--- src/verilog/mips_pkg.sv ---
// Shared ISA encodings and pipeline records; opcodes outside the listed set decode as NOP
`default_nettype none

package mips_pkg;

  typedef logic [31:0] word_t;
  typedef logic [4:0]  reg_idx_t;

  typedef enum logic [5:0] {
    ADD   = 6'd0,
    SUB   = 6'd1,
    AND   = 6'd2,
    OR    = 6'd3,
    SLT   = 6'd4,
    MUL   = 6'd5,
    LW    = 6'd8,
    SW    = 6'd9,
    ADDI  = 6'd10,
    SUBI  = 6'd11,
    SLTI  = 6'd12,
    BNEQZ = 6'd13,
    BEQZ  = 6'd14,
    HLT   = 6'd63
  } opcode_t;

  typedef enum logic [2:0] {RR, RM, LOAD, STORE, BRANCH, HALT, NOP} inst_class_t;

  typedef enum logic [1:0] {SEL_IMEM, SEL_DMEM, SEL_REG} mem_sel_t;

  typedef enum logic [1:0] {IDLE, RUN, HALTED} run_state_t;

  // Load port payload
  typedef struct packed {
    mem_sel_t mem_sel;
    word_t    addr;
    word_t    data;
  } prog_word_t;

  typedef struct packed {
    mem_sel_t mem_sel;
    word_t    addr;
  } rd_req_t;

  typedef struct packed {
    logic  valid;
    word_t npc;
    word_t ir;
  } if_id_t;

  typedef struct packed {
    logic        valid;
    inst_class_t cls;
    opcode_t     op;
    word_t       npc;
    word_t       a;
    word_t       b;
    word_t       imm;
    reg_idx_t    dest;
  } id_ex_t;

  typedef struct packed {
    logic        valid;
    inst_class_t cls;
    word_t       alu_out;
    word_t       b;
    reg_idx_t    dest;
  } ex_mem_t;

  typedef struct packed {
    logic        valid;
    inst_class_t cls;
    word_t       result;
    reg_idx_t    dest;
  } mem_wb_t;

endpackage

`default_nettype wire

--- src/verilog/mips_ctrl.sv ---
// Loads and reads back only outside RUN; addresses wrap to the depth of the selected memory
`timescale 1ns/1ns
`default_nettype none

module mips_ctrl #(
  parameter int IMEM_DEPTH = 256,
  parameter int DMEM_DEPTH = 256
) (
  input  logic                 clk_1,
  input  logic                 rst,
  input  logic                 prog_valid,
  output logic                 prog_ready,
  input  mips_pkg::prog_word_t prog_data,
  input  logic                 start,
  input  logic                 rd_valid,
  output logic                 rd_ready,
  input  mips_pkg::rd_req_t    rd_req,
  output logic                 rsp_valid,
  input  logic                 rsp_ready,
  output mips_pkg::word_t      rsp_data,
  output logic                 running,
  output logic                 halted,
  input  logic                 halt_seen,
  output logic                 flush,
  output logic                 imem_wr,
  output logic                 dmem_wr,
  output logic                 reg_wr,
  output mips_pkg::word_t      wr_addr,
  output mips_pkg::word_t      wr_data,
  output mips_pkg::mem_sel_t   dbg_sel,
  output mips_pkg::word_t      dbg_addr,
  input  mips_pkg::word_t      imem_dbg,
  input  mips_pkg::word_t      dmem_dbg,
  input  mips_pkg::word_t      reg_dbg
);
  import mips_pkg::*;

  run_state_t state;
  logic       prog_fire;
  logic       rd_fire;
  word_t      dbg_word;

  function automatic word_t wrap_addr(mem_sel_t sel, word_t addr);
    case (sel)
      SEL_IMEM: return addr & word_t'(IMEM_DEPTH - 1);
      SEL_DMEM: return addr & word_t'(DMEM_DEPTH - 1);
      default:  return addr & word_t'(31);
    endcase
  endfunction

  always_ff @(posedge clk_1 or negedge rst) begin
    if (!rst) begin
      state <= IDLE;
    end else begin
      case (state)
        IDLE:    if (start) state <= RUN;
        RUN:     if (halt_seen) state <= HALTED;
        HALTED:  if (start) state <= RUN;
        default: state <= IDLE;
      endcase
    end
  end

  assign running = (state == RUN);
  assign halted  = (state == HALTED);
  // PC reset and pipeline clear ride on the start edge
  assign flush   = start && (state != RUN);

  assign prog_ready = (state != RUN);
  assign prog_fire  = prog_valid && prog_ready;
  assign imem_wr    = prog_fire && (prog_data.mem_sel == SEL_IMEM);
  assign dmem_wr    = prog_fire && (prog_data.mem_sel == SEL_DMEM);
  assign reg_wr     = prog_fire && (prog_data.mem_sel == SEL_REG);
  assign wr_addr    = wrap_addr(prog_data.mem_sel, prog_data.addr);
  assign wr_data    = prog_data.data;

  // Debug reads are combinational, so the request addresses them directly
  assign rd_ready = (state != RUN) && !rsp_valid;
  assign rd_fire  = rd_valid && rd_ready;
  assign dbg_sel  = rd_req.mem_sel;
  assign dbg_addr = wrap_addr(rd_req.mem_sel, rd_req.addr);

  always_comb begin
    case (dbg_sel)
      SEL_IMEM: dbg_word = imem_dbg;
      SEL_DMEM: dbg_word = dmem_dbg;
      default:  dbg_word = reg_dbg;
    endcase
  end

  always_ff @(posedge clk_1 or negedge rst) begin
    if (!rst) begin
      rsp_valid <= 1'b0;
    end else if (rd_fire) begin
      rsp_valid <= 1'b1;
    end else if (rsp_ready) begin
      rsp_valid <= 1'b0;
    end
  end

  always_ff @(posedge clk_1) begin
    if (rd_fire) begin
      rsp_data <= dbg_word;
    end
  end

  prog_hold_a: assert property (@(posedge clk_1) disable iff (!rst)
    prog_valid && !prog_ready |=> $stable(prog_data))
    else $error("prog_data changed while waiting for prog_ready");

  no_wr_in_run_a: assert property (@(posedge clk_1) disable iff (!rst)
    state == RUN |-> !(imem_wr || dmem_wr || reg_wr))
    else $error("memory write strobe fired during RUN");

endmodule

`default_nettype wire

--- config.mk ---
export PLATFORM = sky130hd
export DESIGN_NAME = mips_ctrl
export DESIGN_NICKNAME = d
export VERILOG_FILES = /design/src/verilog/mips_pkg.sv /design/src/verilog/mips_ctrl.sv
export SDC_FILE = /design/constraint.sdc
export NUM_CORES = 1
export LEC_CHECK = 0
export BUFFER_PORTS_ARGS = -buffer_cell sky130_fd_sc_hd__clkbuf_2
export CELL_PAD_IN_SITES_DETAIL_PLACEMENT = 0
export CELL_PAD_IN_SITES_GLOBAL_PLACEMENT = 2
export CORE_UTILIZATION = 15
export DETAILED_ROUTE_END_ITERATION = 12
export PLACE_DENSITY = 0.8
export SYNTH_ARGS = -nofsm -noshare
export SYNTH_HDL_FRONTEND = slang
export SYNTH_SLANG_ARGS = --single-unit
--- constraint.sdc ---
create_clock -name clk_1 -period 2.9 [get_ports clk_1]
set_clock_uncertainty 0.05 [all_clocks]
set_input_delay 0.145 -clock clk_1 [delete_from_list [all_inputs] [get_ports clk_1]]
set_output_delay 0.145 -clock clk_1 [all_outputs]
set_load 0.005 [all_outputs]
# After elaboration in Yosys (flattened, before gate mapping)
# Cells that the tools add are included.
[word_totals]
in_bits = 203
output_inout_bits = 139
regBits = 35
[classes]
n_eq_ne = 8
n_reduce_logical = 16
mux = 8
[op_table]
columns = ["cell", "count"]
rows = [
  ["32-bit case mux with 2 select lines", 1],
  ["8-bit 2-to-1 mux", 2],
  ["1-bit logical AND", 7],
  ["2-bit by 1-bit == test with 1-bit output, second input constant", 3],
  ["2-bit logical NOT", 3],
  ["2-bit by 1-bit != test with 1-bit output, second input constant", 3],
  ["2-bit OR reduction", 3],
  ["2-bit == test, second input constant", 2],
  ["2-bit 2-to-1 mux", 2],
  ["2-bit case mux with 2 select lines", 1],
  ["1-bit 2-to-1 mux", 2],
  ["2-bit AND reduction", 1],
  ["2-bit nonzero test", 1],
  ["1-bit logical NOT", 1],
]

# Longest topological paths before layout
[depth]
word_depth = 4
depth_mapped = 4

# Worst setup path after synthesis
# OpenSTA, ideal clock, no wires.
[synth_timing]
path_type = "reg-to-reg"
startpoint = "register state[0]"
endpoint = "register rsp_data[0], enable pin"
setup_time_ps = 421
synth_period_minus_slack_ps = 2457
path_stages_with_launch = 4
arrival_time_ps = 1986
slack_ps = 443
path_cell_list = "dfrtp_1 > nor2b_4 > buf_6 > nor2_1"
[synth_between]
elab_chain_len = 3
[synth_rtl]
columns = ["item", "line_no", "rtl"]
rows = [
  ["start, declared", "mips_ctrl.sv:38", "run_state_t state;"],
  ["start signal, assigned", "mips_ctrl.sv:53", "state <= IDLE;"],
  ["start signal, assigned", "mips_ctrl.sv:56", "IDLE: if (start) state <= RUN;"],
  ["start signal, assigned", "mips_ctrl.sv:57", "RUN: if (halt_seen) state <= HALTED;"],
  ["2-bit by 1-bit != test with 1-bit output", "mips_ctrl.sv:78", "assign rd_ready = (state != RUN) && !rsp_valid;"],
  ["1-bit logical AND", "mips_ctrl.sv:78", ""],
  ["1-bit logical AND", "mips_ctrl.sv:79", "assign rd_fire = rd_valid && rd_ready;"],
  ["via rd_fire", "mips_ctrl.sv:40", "logic rd_fire;"],
  ["end signal, assigned", "mips_ctrl.sv:103", "rsp_data <= dbg_word;"],
  ["end, declared", "mips_ctrl.sv:20", "output mips_pkg::word_t rsp_data,"],
]
# The timed path passes the listed nets, and every way through them passes these cells.
# A chain may end at the register's enable or synchronous reset.

# Worst setup path in the final report
[layout_timing]
startpoint = "register rsp_valid"
endpoint = "register rsp_data[8], enable pin"
[layout_between]
elab_chain_len = 3
[layout_rtl]
columns = ["item", "line_no", "rtl"]
rows = [
  ["start, declared", "mips_ctrl.sv:18", "output logic rsp_valid,"],
  ["start signal, assigned", "mips_ctrl.sv:93", "rsp_valid <= 1'b0;"],
  ["start signal, assigned", "mips_ctrl.sv:95", "rsp_valid <= 1'b1;"],
  ["start signal, assigned", "mips_ctrl.sv:97", "rsp_valid <= 1'b0;"],
  ["1-bit logical NOT", "mips_ctrl.sv:78", ""],
  ["1-bit logical AND", "mips_ctrl.sv:78", ""],
  ["1-bit logical AND", "mips_ctrl.sv:79", ""],
  ["via rd_fire", "mips_ctrl.sv:40", ""],
]
# The timed path passes the listed nets, and every way through them passes these cells.

==> impl_metrics.ini <==
[status]
status = completed

[critical_path]
crit_family = simple AND/OR/NAND/NOR gates
cp_cell_sequence = nand2b_1, nor2_4
rr_endpoint = rsp_data[8]
cp_max_fo = 32
startpoint_type = flop
rr_worst_depth = 2
worstPathRequired_ns = 2.75
r2r_slack_ns = 1.16
path_buf_inv = 0
setup.worst_path.end_class = flop
max_stage_delay_ns = 0.71
crit_type = reg2reg
r2r_start = rsp_valid
slowest_stage = nor2_4
crit_arrival_ns = 1.59

[place]
gp_congestion = 0.728
io_buffers = 161
dp_hpwl_um = 5120

[synthesis]
synth_common_cells = buf_4 (94), edfxtp_1 (32), mux2i_1 (32), nand2_1 (32), o21ai_1 (30)
synth_edf_count = 32
yosysUniqueCellTypes = 23
synth.most_common_cell = buf_4
yosysTopAreaCell = edfxtp_1
synth_cells = 257
yosysSeqAreaShare_pct = 39.9
synth_async_sr_flop_share_pct = 8.57
synth.top_cell.area_share_pct = 37.0
synth_area_um2 = 2590
synth_area_leaders = edfxtp_1 (37%), buf_4 (27%), mux2i_1 (12%), o21ai_1 (5.8%), nand2_1 (4.6%)
avgSynthCellArea_um2 = 10.1
yosys_warnings = 0
ys.flop_type = edfxtp_1
ys_ff_latch = 35

[clocking]
cts_setup_buffers = 0
worstSkewPairLatency_ns = 0.27
clock_path_buffers = 2
root_buffer = clkbuf_16
cts_resized = 0
numClockSinks = 35
cts_buffers = 5
clk_pin_slew_ns = 0.06
cts_hold_buf = 1
ctsHtreeMaxLevel = 2
cts_tree = yes

[floorplanning]
coreArea_um2 = 16800
start_util_pct = 15.5
die-height_um = 134
die_w_um = 134
rows = 47
io_pins = 342
dieArea_um2 = 17800

[finish]
post-route-util_pct = 19.3
fillerInstances = 1889
diodes = 0
drive_gt1_share_pct = 46.8
final_net_count = 574
area_delta_synth_final_pct = 24.8

[min_path]
min_from = rsp_ready
min_to = rsp_valid
min_path_cells = 2
hold_class = in2reg

[route]
dr.first_iter.drc_count = 48
via_count = 1953
vias_per_cell = 3.30
routed_wl_um = 6140
drc_errors = 0
wl_per_cell_um = 10.4
drtPass1Iterations = 4
postRouteAntennaNets = 0

[global_routing]
grt_pass1_wl_um = 8680
track_usage_pct = 6.28
antenna_found_initial = 0
grt_start_max_net_pins = 66
grt_overflow = 0
first_global_vias = 1764

[sta]
finalHoldViolCount = 0
slew_viol_final = 0
max_freq_ghz = 0.575
slew_headroom_pct = 23.5
final.period_utilization_pct = 60.0
setup_viol = 0
tightest_slew_ns = 1.15
rsz0062_at_grt = no
setup_tns_ns = 0
finalCriticalPeriod_ns = 1.74

[pwr]
p_leak_nw = 1.63
ir_worst_vdd_mv = 0.201
power_density_nw_per_um2 = 501
finalPower_mw = 1.62

[run]
max_cap_violations = 0
==> power by group <==
part / switching, mW / internal, mW
clock: 0.192 / 0.400
sequential: 0.0228 / 0.647
combinational: 0.194 / 0.167
total: 0.409 / 1.21
==> stage by stage <==
stage                     instances  hold slack [ns]  setup WS (ns)  area, um^2
final                           592           0.0188           1.16        3240
after global placement          583           -0.103           1.14        3060
after detailed placement        583           -0.101           1.12        3060
after global routing            592           0.0153           1.03        3240
after floorplan                 304           -0.201          0.443        2770
after CTS                       592          0.00760           1.12        3240
==> worst reg2reg max path, cell delays in order (launching register included) <==
cell	delay (ns)
dfrtp_1	0.39
nand2b_1	0.20
nor2_4	0.71
==> state kept, by name (all words and copies together) (netlist names) <==
signal     flops
rsp_data      32
rsp_valid      1
state          2
==> cell families (layout without fill, tap and decap cells) <==
kind of cell / after synthesis / in the layout / share of synthesized area (%)
AND/OR/NAND/NOR: 47 / 47 / 8.92
AO/OA/AOI/OAI: 35 / 35 / 6.99
other: 1 / 48 / 0.145
buffers and inverters: 107 / 175 / 31.7
multiplexers: 32 / 32 / 12.3
flip-flops: 35 / 35 / 39.9
==> worst max path at each step <==
stage	startpoint	end	slack, ns	cells after the start
after floorplan	state[0]	rsp_data[0]	0.44	3
after global placement	rsp_valid	rsp_data[12]	1.14	2
after detailed placement	rsp_valid	rsp_data[9]	1.12	2
after CTS	rsp_valid	rsp_data[9]	1.12	2
after global routing	rsp_valid	rsp_data[31]	1.03	2
final	rsp_valid	rsp_data[8]	1.16	2
==> placed cells by master, fill, tap and decap left out, types with 3 or more instances in the layout <==
cell / n
conb_1: 48
o21ai_1: 30
mux2i_1: 32
nor2b_1: 6
clkbuf_16: 5
nand2_1: 32
dfrtp_1: 3
edfxtp_1: 32
clkbuf_2: 161
==> layout make-up <==
type	count	area [um^2]	area share (%)
sequential	35	1040	32.0
multi-input combinational	162	921	28.4
timing repair buffer	164	831	25.7
tap	220	275	8.50
clock buffer	5	125	3.86
clock inverter	3	38.8	1.20
inverter	3	11.3	0.348
==> per-layer routing <==
layer	up-vias	track usage [%]	part of all wire, %
li1	953	-	-
met1	815	5.76	35
met5	-	0	0
met4	0	4.99	5.8
met3	35	1.98	11
met2	150	11.5	48
(Power assumes the default switching activity.)
