[config.mk]
export PLATFORM = sky130hd
export DESIGN_NAME = mips_decode
export DESIGN_NICKNAME = d
export VERILOG_FILES = /design/src/verilog/mips_pkg.sv /design/src/verilog/mips_decode.sv
export SDC_FILE = /design/constraint.sdc
export NUM_CORES = 1
export LEC_CHECK = 0
export ABC_AREA = 1
export BUFFER_PORTS_ARGS = -buffer_cell sky130_fd_sc_hd__buf_2
export CAP_MARGIN = 0
export CORE_AREA = 4 4 119 121
export CTS_CLUSTER_DIAMETER = 80
export DETAILED_ROUTE_END_ITERATION = 10
export DIE_AREA = 0 0 123 125
export HOLD_SLACK_MARGIN = 0.05
export PLACE_DENSITY = 0.74
export SLEW_MARGIN = 20
export SYNTH_ARGS = -nofsm -noshare
export SYNTH_HDL_FRONTEND = slang
export SYNTH_SLANG_ARGS = --single-unit
[constraint.sdc]
create_clock -name clk_1 -period 1.1 [get_ports clk_1]
set_input_delay 0.11 -clock clk_1 [delete_from_list [all_inputs] [get_ports clk_1]]
set_output_delay 0.11 -clock clk_1 [all_outputs]
set_load 0.03 [all_outputs]
[src/verilog/mips_pkg.sv]
// Shared ISA encodings and pipeline records; opcodes outside the listed set decode as NOP
`default_nettype none

package mips_pkg;

  typedef logic [31:0] word_t;
  typedef logic [4:0]  reg_idx_t;

  typedef enum logic [5:0] {
    ADD   = 6'd0,
    SUB   = 6'd1,
    AND   = 6'd2,
    OR    = 6'd3,
    SLT   = 6'd4,
    MUL   = 6'd5,
    LW    = 6'd8,
    SW    = 6'd9,
    ADDI  = 6'd10,
    SUBI  = 6'd11,
    SLTI  = 6'd12,
    BNEQZ = 6'd13,
    BEQZ  = 6'd14,
    HLT   = 6'd63
  } opcode_t;

  typedef enum logic [2:0] {RR, RM, LOAD, STORE, BRANCH, HALT, NOP} inst_class_t;

  typedef enum logic [1:0] {SEL_IMEM, SEL_DMEM, SEL_REG} mem_sel_t;

  typedef enum logic [1:0] {IDLE, RUN, HALTED} run_state_t;

  // Load port payload
  typedef struct packed {
    mem_sel_t mem_sel;
    word_t    addr;
    word_t    data;
  } prog_word_t;

  typedef struct packed {
    mem_sel_t mem_sel;
    word_t    addr;
  } rd_req_t;

  typedef struct packed {
    logic  valid;
    word_t npc;
    word_t ir;
  } if_id_t;

  typedef struct packed {
    logic        valid;
    inst_class_t cls;
    opcode_t     op;
    word_t       npc;
    word_t       a;
    word_t       b;
    word_t       imm;
    reg_idx_t    dest;
  } id_ex_t;

  typedef struct packed {
    logic        valid;
    inst_class_t cls;
    word_t       alu_out;
    word_t       b;
    reg_idx_t    dest;
  } ex_mem_t;

  typedef struct packed {
    logic        valid;
    inst_class_t cls;
    word_t       result;
    reg_idx_t    dest;
  } mem_wb_t;

endpackage

`default_nettype wire

[src/verilog/mips_decode.sv]
// No hazard detection; operands are read from the register file as it stands this cycle
`timescale 1ns/1ns
`default_nettype none

module mips_decode (
  input  logic               clk_1,
  input  logic               rst,
  input  logic               flush,
  input  logic               stall,
  input  logic               squash,
  input  mips_pkg::if_id_t   if_id,
  output mips_pkg::reg_idx_t rs,
  output mips_pkg::reg_idx_t rt,
  input  mips_pkg::word_t    rs_data,
  input  mips_pkg::word_t    rt_data,
  output mips_pkg::id_ex_t   id_ex
);
  import mips_pkg::*;

  opcode_t     op;
  inst_class_t cls;
  word_t       imm;
  reg_idx_t    dest;

  assign op  = opcode_t'(if_id.ir[31:26]);
  assign rs  = if_id.ir[25:21];
  assign rt  = if_id.ir[20:16];
  assign imm = {{16{if_id.ir[15]}}, if_id.ir[15:0]};

  always_comb begin
    case (op)
      ADD, SUB, AND, OR, SLT, MUL: cls = RR;
      ADDI, SUBI, SLTI:            cls = RM;
      LW:                          cls = LOAD;
      SW:                          cls = STORE;
      BEQZ, BNEQZ:                 cls = BRANCH;
      HLT:                         cls = HALT;
      default:                     cls = NOP;
    endcase
  end

  // RR writes rd, immediate forms and loads write rt
  assign dest = (cls == RR) ? if_id.ir[15:11] : if_id.ir[20:16];

  always_ff @(posedge clk_1 or negedge rst) begin
    if (!rst) begin
      id_ex <= '0;
    end else if (flush) begin
      id_ex.valid <= 1'b0;
    end else if (!stall) begin
      id_ex <= '{valid: if_id.valid & ~squash, cls: cls, op: op, npc: if_id.npc,
                 a: rs_data, b: rt_data, imm: imm, dest: dest};
    end
  end

endmodule

`default_nettype wire

# Word level (Yosys, flattened, before mapping)

Memory sizes are Yosys's and may differ from the RTL's.
Cells that the tools add are included.

Flip-flop bits (word level): 127
Memories: 1
Logic and storage cells: 19
Output and inout port bits: 153
Memory bits (read-only): 192

Reduce and logical (&&, ||, !) cells: 2
Bitwise gates (word level): 4
Equal/unequal tests: 1
Multiplexer cells: 3

Memories:

| name            | depth | bits a word | read ports | clocked after memory_dff | write ports | RTL line          | RTL |
|---|---|---|---|---|---|---|---|
| (no name shown) | 64    | 3           | 1          | 0                        | 0           | mips_decode.sv:31 | `case (op)` |

Operator list:

| kind                                  | count |
|---|---|
| 143-bit two-way mux                   | 1 |
| 5-bit two-way mux                     | 1 |
| 3-bit zero test                       | 1 |
| 1-bit NOT                             | 3 |
| 2-bit != test (second input constant) | 1 |
| 2-bit AND reduction                   | 1 |
| 1-bit AND                             | 1 |
| 1-bit two-way mux                     | 1 |

# Depth between registers and ports, before layout

An unclocked memory read counts as a cell.

Word-level depth: 5
Mapped depth: 10
Gate-level depth less buffers: 10

# Worst setup path before layout

No wires, ideal clock.

Kind: register to output
Start point: register, netlist name id_ex[20]
End point: output id_ex[21] (netlist name)
Arrival: 0.994 ns
Cell stages (with the launch flop): 2
Slack: -0.004 ns
Data required time: 0.990 ns
Path buffers: 1
Path through: dfrtp_1 -> buf_4

RTL lines:

| item          | RTL line          | RTL |
|---|---|---|
| end, declared | mips_decode.sv:16 | `output mips_pkg::id_ex_t id_ex` |

No word-level cell between the ends.

# Worst setup path in the final report

Start point: register, netlist name id_ex[20]
End point: output id_ex[26] (netlist name)

No word-level cell between the ends.

==> impl_metrics.prom <==
# TYPE chip_impl_metric gauge
chip_impl_metric{name="post_synth_instance_area",unit="µm²"} 5170
chip_impl_info{name="synth.area.top_cells",value="sky130_fd_sc_hd__dfrtp_1, sky130_fd_sc_hd__nand2_1, sky130_fd_sc_hd__buf_4"} 1
chip_impl_metric{name="nNetsFinal",unit=""} 1146
chip_impl_metric{name="finalWeightedCongestion",unit=""} 0.792
chip_impl_metric{name="largest_reg_flops",unit=""} 127
chip_impl_metric{name="total_switching_power",unit="W"} 0.00507
chip_impl_metric{name="worstRegToRegCells",unit=""} 3
chip_impl_metric{name="cts-buffers-inserted",unit=""} 17
chip_impl_info{name="status",value="complete, but fails checks"} 1
chip_impl_metric{name="drc",unit=""} 0
chip_impl_metric{name="vias",unit=""} 5574
chip_impl_metric{name="timing_max_transition_violations_final",unit=""} 0
chip_impl_metric{name="period_minus_slack",unit="ns"} 1.25
chip_impl_metric{name="max_stage_delay_on_crit_path",unit="ns"} 0.44
chip_impl_info{name="yosysMostFrequentCell",value="sky130_fd_sc_hd__nand2_1"} 1
chip_impl_metric{name="clock.fmax",unit="GHz"} 0.800
chip_impl_metric{name="hold-path-cell-count",unit=""} 3
chip_impl_metric{name="power_frac_comb",unit="%"} 30.2
chip_impl_info{name="violations",value="negative setup slack"} 1
chip_impl_metric{name="tightestPinTransition",unit="ns"} 0.464
chip_impl_metric{name="timing.critical_path.buf_inv",unit=""} 2
chip_impl_metric{name="yosys_register_bits",unit=""} 127
chip_impl_metric{name="area_share_of_xor_xnor_cells_in_the_synthesized_design",unit="%"} 0
chip_impl_metric{name="power.share.clock",unit="%"} 32.9
chip_impl_metric{name="post_route_cells_drive_above_1_share",unit="%"} 35.4
chip_impl_metric{name="dr.first_iter.drc_count",unit=""} 312
chip_impl_metric{name="fin_hold_ws",unit="ns"} 0.132
chip_impl_metric{name="synth_cell_types",unit=""} 17
chip_impl_info{name="endpoint_kind",value="primary output"} 1
chip_impl_metric{name="dieArea",unit="µm²"} 15400
chip_impl_metric{name="area.growth.synth_to_final",unit="%"} 81.1
chip_impl_metric{name="antenna_found_initial",unit=""} 1
chip_impl_metric{name="n_fill_cell",unit=""} 828
chip_impl_info{name="synth.top_cells.by_count",value="sky130_fd_sc_hd__nand2_1, sky130_fd_sc_hd__dfrtp_1, sky130_fd_sc_hd__buf_4"} 1
chip_impl_metric{name="finalCritPeriodShare",unit="%"} 114
chip_impl_metric{name="async_flop_share",unit="%"} 100
chip_impl_metric{name="detailedPlacementHpwl",unit="mm"} 10.4
chip_impl_metric{name="postSynthAreaPerCell",unit="µm²"} 8.59
chip_impl_metric{name="vias_per_cell",unit=""} 4.64
chip_impl_info{name="critPathKind",value="flop to primary output"} 1
chip_impl_info{name="netlist.top_cell.by_area",value="sky130_fd_sc_hd__dfrtp_1"} 1
chip_impl_metric{name="clk_pin_slew",unit="ns"} 0.05
chip_impl_metric{name="design.core.area",unit="µm²"} 13100
chip_impl_metric{name="sequential_cell_area_in_the_final_layout",unit="µm²"} 3180
chip_impl_metric{name="grt-ovfl-total",unit=""} 0
chip_impl_info{name="clk_root_buffer_cell",value="sky130_fd_sc_hd__clkbuf_16"} 1
chip_impl_metric{name="multi_input_comb_area",unit="µm²"} 1610
chip_impl_metric{name="route.detailed.wl_per_inst",unit="µm"} 16.1
chip_impl_metric{name="initial_core_util",unit="%"} 39.5
chip_impl_metric{name="clock_skew",unit="ns"} 0
chip_impl_metric{name="netSwitchingFraction",unit="%"} 32.9
chip_impl_metric{name="first_global_vias",unit=""} 5570
chip_impl_metric{name="cp.arrival",unit="ns"} 1.14
chip_impl_metric{name="die_height",unit="µm"} 125
chip_impl_metric{name="synth_top_area_share",unit="%"} 61.5
chip_impl_metric{name="port_buffers",unit=""} 276
chip_impl_metric{name="yosys.area_share.adder",unit="%"} 0
chip_impl_metric{name="detail_route.wirelength",unit="mm"} 19.4
chip_impl_metric{name="cellLeakagePower",unit="nW"} 5.13
chip_impl_metric{name="grt_start_max_net_pins",unit=""} 60
chip_impl_metric{name="post_synth_inst_count",unit=""} 602
chip_impl_metric{name="ir_drop_worst_vdd",unit="V"} 0.00111
chip_impl_metric{name="number_of_sinks_driven_by_the_clock_tree",unit=""} 127
chip_impl_metric{name="cell_area_power_density",unit="nW/µm²"} 1650
chip_impl_metric{name="synth_fp_nets",unit=""} 736
chip_impl_metric{name="drv.max_cap_violation_count",unit=""} 0
chip_impl_metric{name="setup_tns",unit="ns"} -2.36
chip_impl_metric{name="postLayoutCellArea",unit="µm²"} 9360
chip_impl_metric{name="synthSimpleGateAreaFrac",unit="%"} 29.9
chip_impl_metric{name="ys_warnings",unit=""} 0
chip_impl_metric{name="timing.final.ws_setup",unit="ns"} -0.150
chip_impl_metric{name="cts-htree-levels",unit=""} 4
chip_impl_info{name="hold_path_class",value="primary input to flop"} 1
chip_impl_info{name="dominantRegCellSynth",value="sky130_fd_sc_hd__dfrtp_1"} 1
chip_impl_metric{name="yosys-mux-area-fraction",unit="%"} 0
chip_impl_metric{name="grt.total_usage",unit="%"} 22.7
chip_impl_info{name="cell_chain_of_the_critical_path",value="buf_12 -> buf_6"} 1
chip_impl_metric{name="top_level_port_count",unit=""} 287
chip_impl_metric{name="synth.yosys.seq_area_share",unit="%"} 61.5
chip_impl_info{name="worst_path_max_delay_cell",value="sky130_fd_sc_hd__dfrtp_2"} 1
chip_impl_metric{name="power.share.sequential",unit="%"} 36.9
chip_impl_info{name="largest-register",value="id_ex"} 1
chip_impl_info{name="cpLargestDelayFamily",value="flip-flops"} 1
chip_impl_metric{name="worstSkewPairLatency",unit="ns"} 0.40
chip_impl_metric{name="grt_first_pass_wirelength",unit="mm"} 27.5
chip_impl_metric{name="drtPass1Iterations",unit=""} 5
chip_impl_metric{name="placement.cell_area",unit="µm²"} 6710
chip_impl_metric{name="floorplan.rows",unit=""} 42
chip_impl_info{name="grt_setup_unrepaired",value="true"} 1
chip_impl_metric{name="synth-edff-count",unit=""} 0
chip_impl_info{name="synth_top_family_by_area",value="simple AND/OR/NAND/NOR gates"} 1
chip_impl_metric{name="finish_stage_setup_viols",unit=""} 17
chip_impl_metric{name="critical_path_depth",unit=""} 2
chip_impl_metric{name="dieWidth",unit="µm"} 123
chip_impl_metric{name="clock_tree.buffer_depth",unit=""} 2
chip_impl_info{name="reg.largest.list",value="id_ex x127"} 1
chip_impl_metric{name="ant_nets",unit=""} 0
chip_impl_metric{name="fraction_of_the_mapped_netlist_area_in_compound_gates",unit="%"} 1.23
chip_impl_metric{name="finalHoldViolations",unit=""} 0
chip_impl_metric{name="finalCoreUtilization",unit="%"} 71.6
chip_impl_metric{name="max_slew_margin",unit="%"} 69.1
chip_impl_metric{name="cell_internal_pwr",unit="W"} 0.0103
chip_impl_metric{name="cp_data_required_time",unit="ns"} 0.99
chip_impl_metric{name="place_worst_setup_slack",unit="ns"} -0.0252
chip_impl_metric{name="critical_path.max_fanout",unit=""} 9
chip_impl_info{name="cts_tree",value="built"} 1
chip_impl_info{name="timing.critical_path.from_type",value="flop"} 1
==> per-stage QoR <==
stage	cells	total power (W)
floorplan	602	0.00783
global placement	1016	0.00897
detailed placement	1016	0.00902
CTS	1178	0.0147
global route	1202	0.0160
finish	1202	0.0154
==> routing by layer <==
metal / part of all wire (%) / track usage (%) / wire (µm) / up-vias
met5: 0 / 0 / 0 / -
met4: 4.5 / 12.4 / 864 / 0
met3: 7.2 / 6.23 / 1400 / 64
met2: 54 / 39.8 / 10500 / 276
met1: 34 / 24.6 / 6600 / 2618
li1: - / - / - / 2616
==> what timing repair did <==
action                     in CTS  in global routing
setup endpoints to repair      46                117
setup buffers                   2                 22
hold buffers                  128                  0
hold endpoints to repair      251                  0
resized for setup              62                229
gates cloned                    0                  1
==> worst min-delay path, cell delays in order <==
cell and delay [ns]:
sky130_fd_sc_hd__buf_2 0.14, sky130_fd_sc_hd__nand2_1 0.13, sky130_fd_sc_hd__a31oi_1 0.11
==> cell usage in the layout (no fill, tap or decap) <==
master,synthesis,routed
sky130_fd_sc_hd__a21oi_2,1,1
sky130_fd_sc_hd__a31oi_1,1,1
sky130_fd_sc_hd__buf_12,0,12
sky130_fd_sc_hd__buf_2,19,151
sky130_fd_sc_hd__buf_4,27,66
sky130_fd_sc_hd__buf_6,0,87
sky130_fd_sc_hd__bufinv_16,0,1
sky130_fd_sc_hd__clkbuf_1,7,3
sky130_fd_sc_hd__clkbuf_16,0,17
sky130_fd_sc_hd__clkinv_2,0,7
sky130_fd_sc_hd__clkinv_4,0,1
sky130_fd_sc_hd__clkinvlp_4,0,3
sky130_fd_sc_hd__dfrtp_1,127,126
sky130_fd_sc_hd__dfrtp_2,0,1
sky130_fd_sc_hd__diode_2,0,1
sky130_fd_sc_hd__dlygate4sd3_1,0,128
sky130_fd_sc_hd__inv_1,12,12
sky130_fd_sc_hd__inv_2,4,3
sky130_fd_sc_hd__inv_4,0,1
sky130_fd_sc_hd__nand2_1,373,373
sky130_fd_sc_hd__nand2_2,6,6
sky130_fd_sc_hd__nand3_1,8,8
sky130_fd_sc_hd__nand3_4,1,1
sky130_fd_sc_hd__nor2_1,2,2
sky130_fd_sc_hd__nor2_2,3,2
sky130_fd_sc_hd__nor2_4,2,3
sky130_fd_sc_hd__o21ai_0,8,8
sky130_fd_sc_hd__o32ai_1,1,1
==> worst paths after layout <==
check / start / endpoint / slack, ns
min in group asynchronous: rst / id_ex[120]$_DFFE_PN0P_ / 0.22
max: id_ex[20]$_DFFE_PN0P_ / id_ex[26] / -0.15
min reg2reg: id_ex[58]$_DFFE_PN0P_ / id_ex[58]$_DFFE_PN0P_ / 0.47
max reg2reg: id_ex[20]$_DFFE_PN0P_ / id_ex[20]$_DFFE_PN0P_ / 0.27
max in group asynchronous: rst / id_ex[20]$_DFFE_PN0P_ / 0.40
min: if_id[29] / id_ex[141]$_DFFE_PN0P_ / 0.13
==> area by class of cell <==
cell class	instances	share of cell area, %
Clock buffer	20	4.66
Timing Repair Buffer	444	40.1
Tap cell	176	2.35
Sequential cell	127	34.0
Multi-Input combinational cell	406	17.2
Clock inverter	12	1.03
Inverter	16	0.668
Antenna cell	1	0.0267
==> power groups by stage <==
stage	logic, W	clock network (W)	registers (W)
after detailed placement	0.00339	0	0.00563
after global routing	0.00491	0.00538	0.00574
after global placement	0.00334	0	0.00563
after CTS	0.00395	0.00515	0.00557
final	0.00466	0.00507	0.00568
after floorplan	0.000991	0	0.00684
==> logic make-up (layout without fill, tap and decap cells) <==
| kind of cell | after synthesis | count (layout) |
|---|---|---|
| simple gates | 395 | 395 |
| buf+inv | 69 | 492 |
| compound gates | 11 | 11 |
| flops | 127 | 127 |
| other cells | 0 | 1 |
Power figures use the tool's default switching activity.
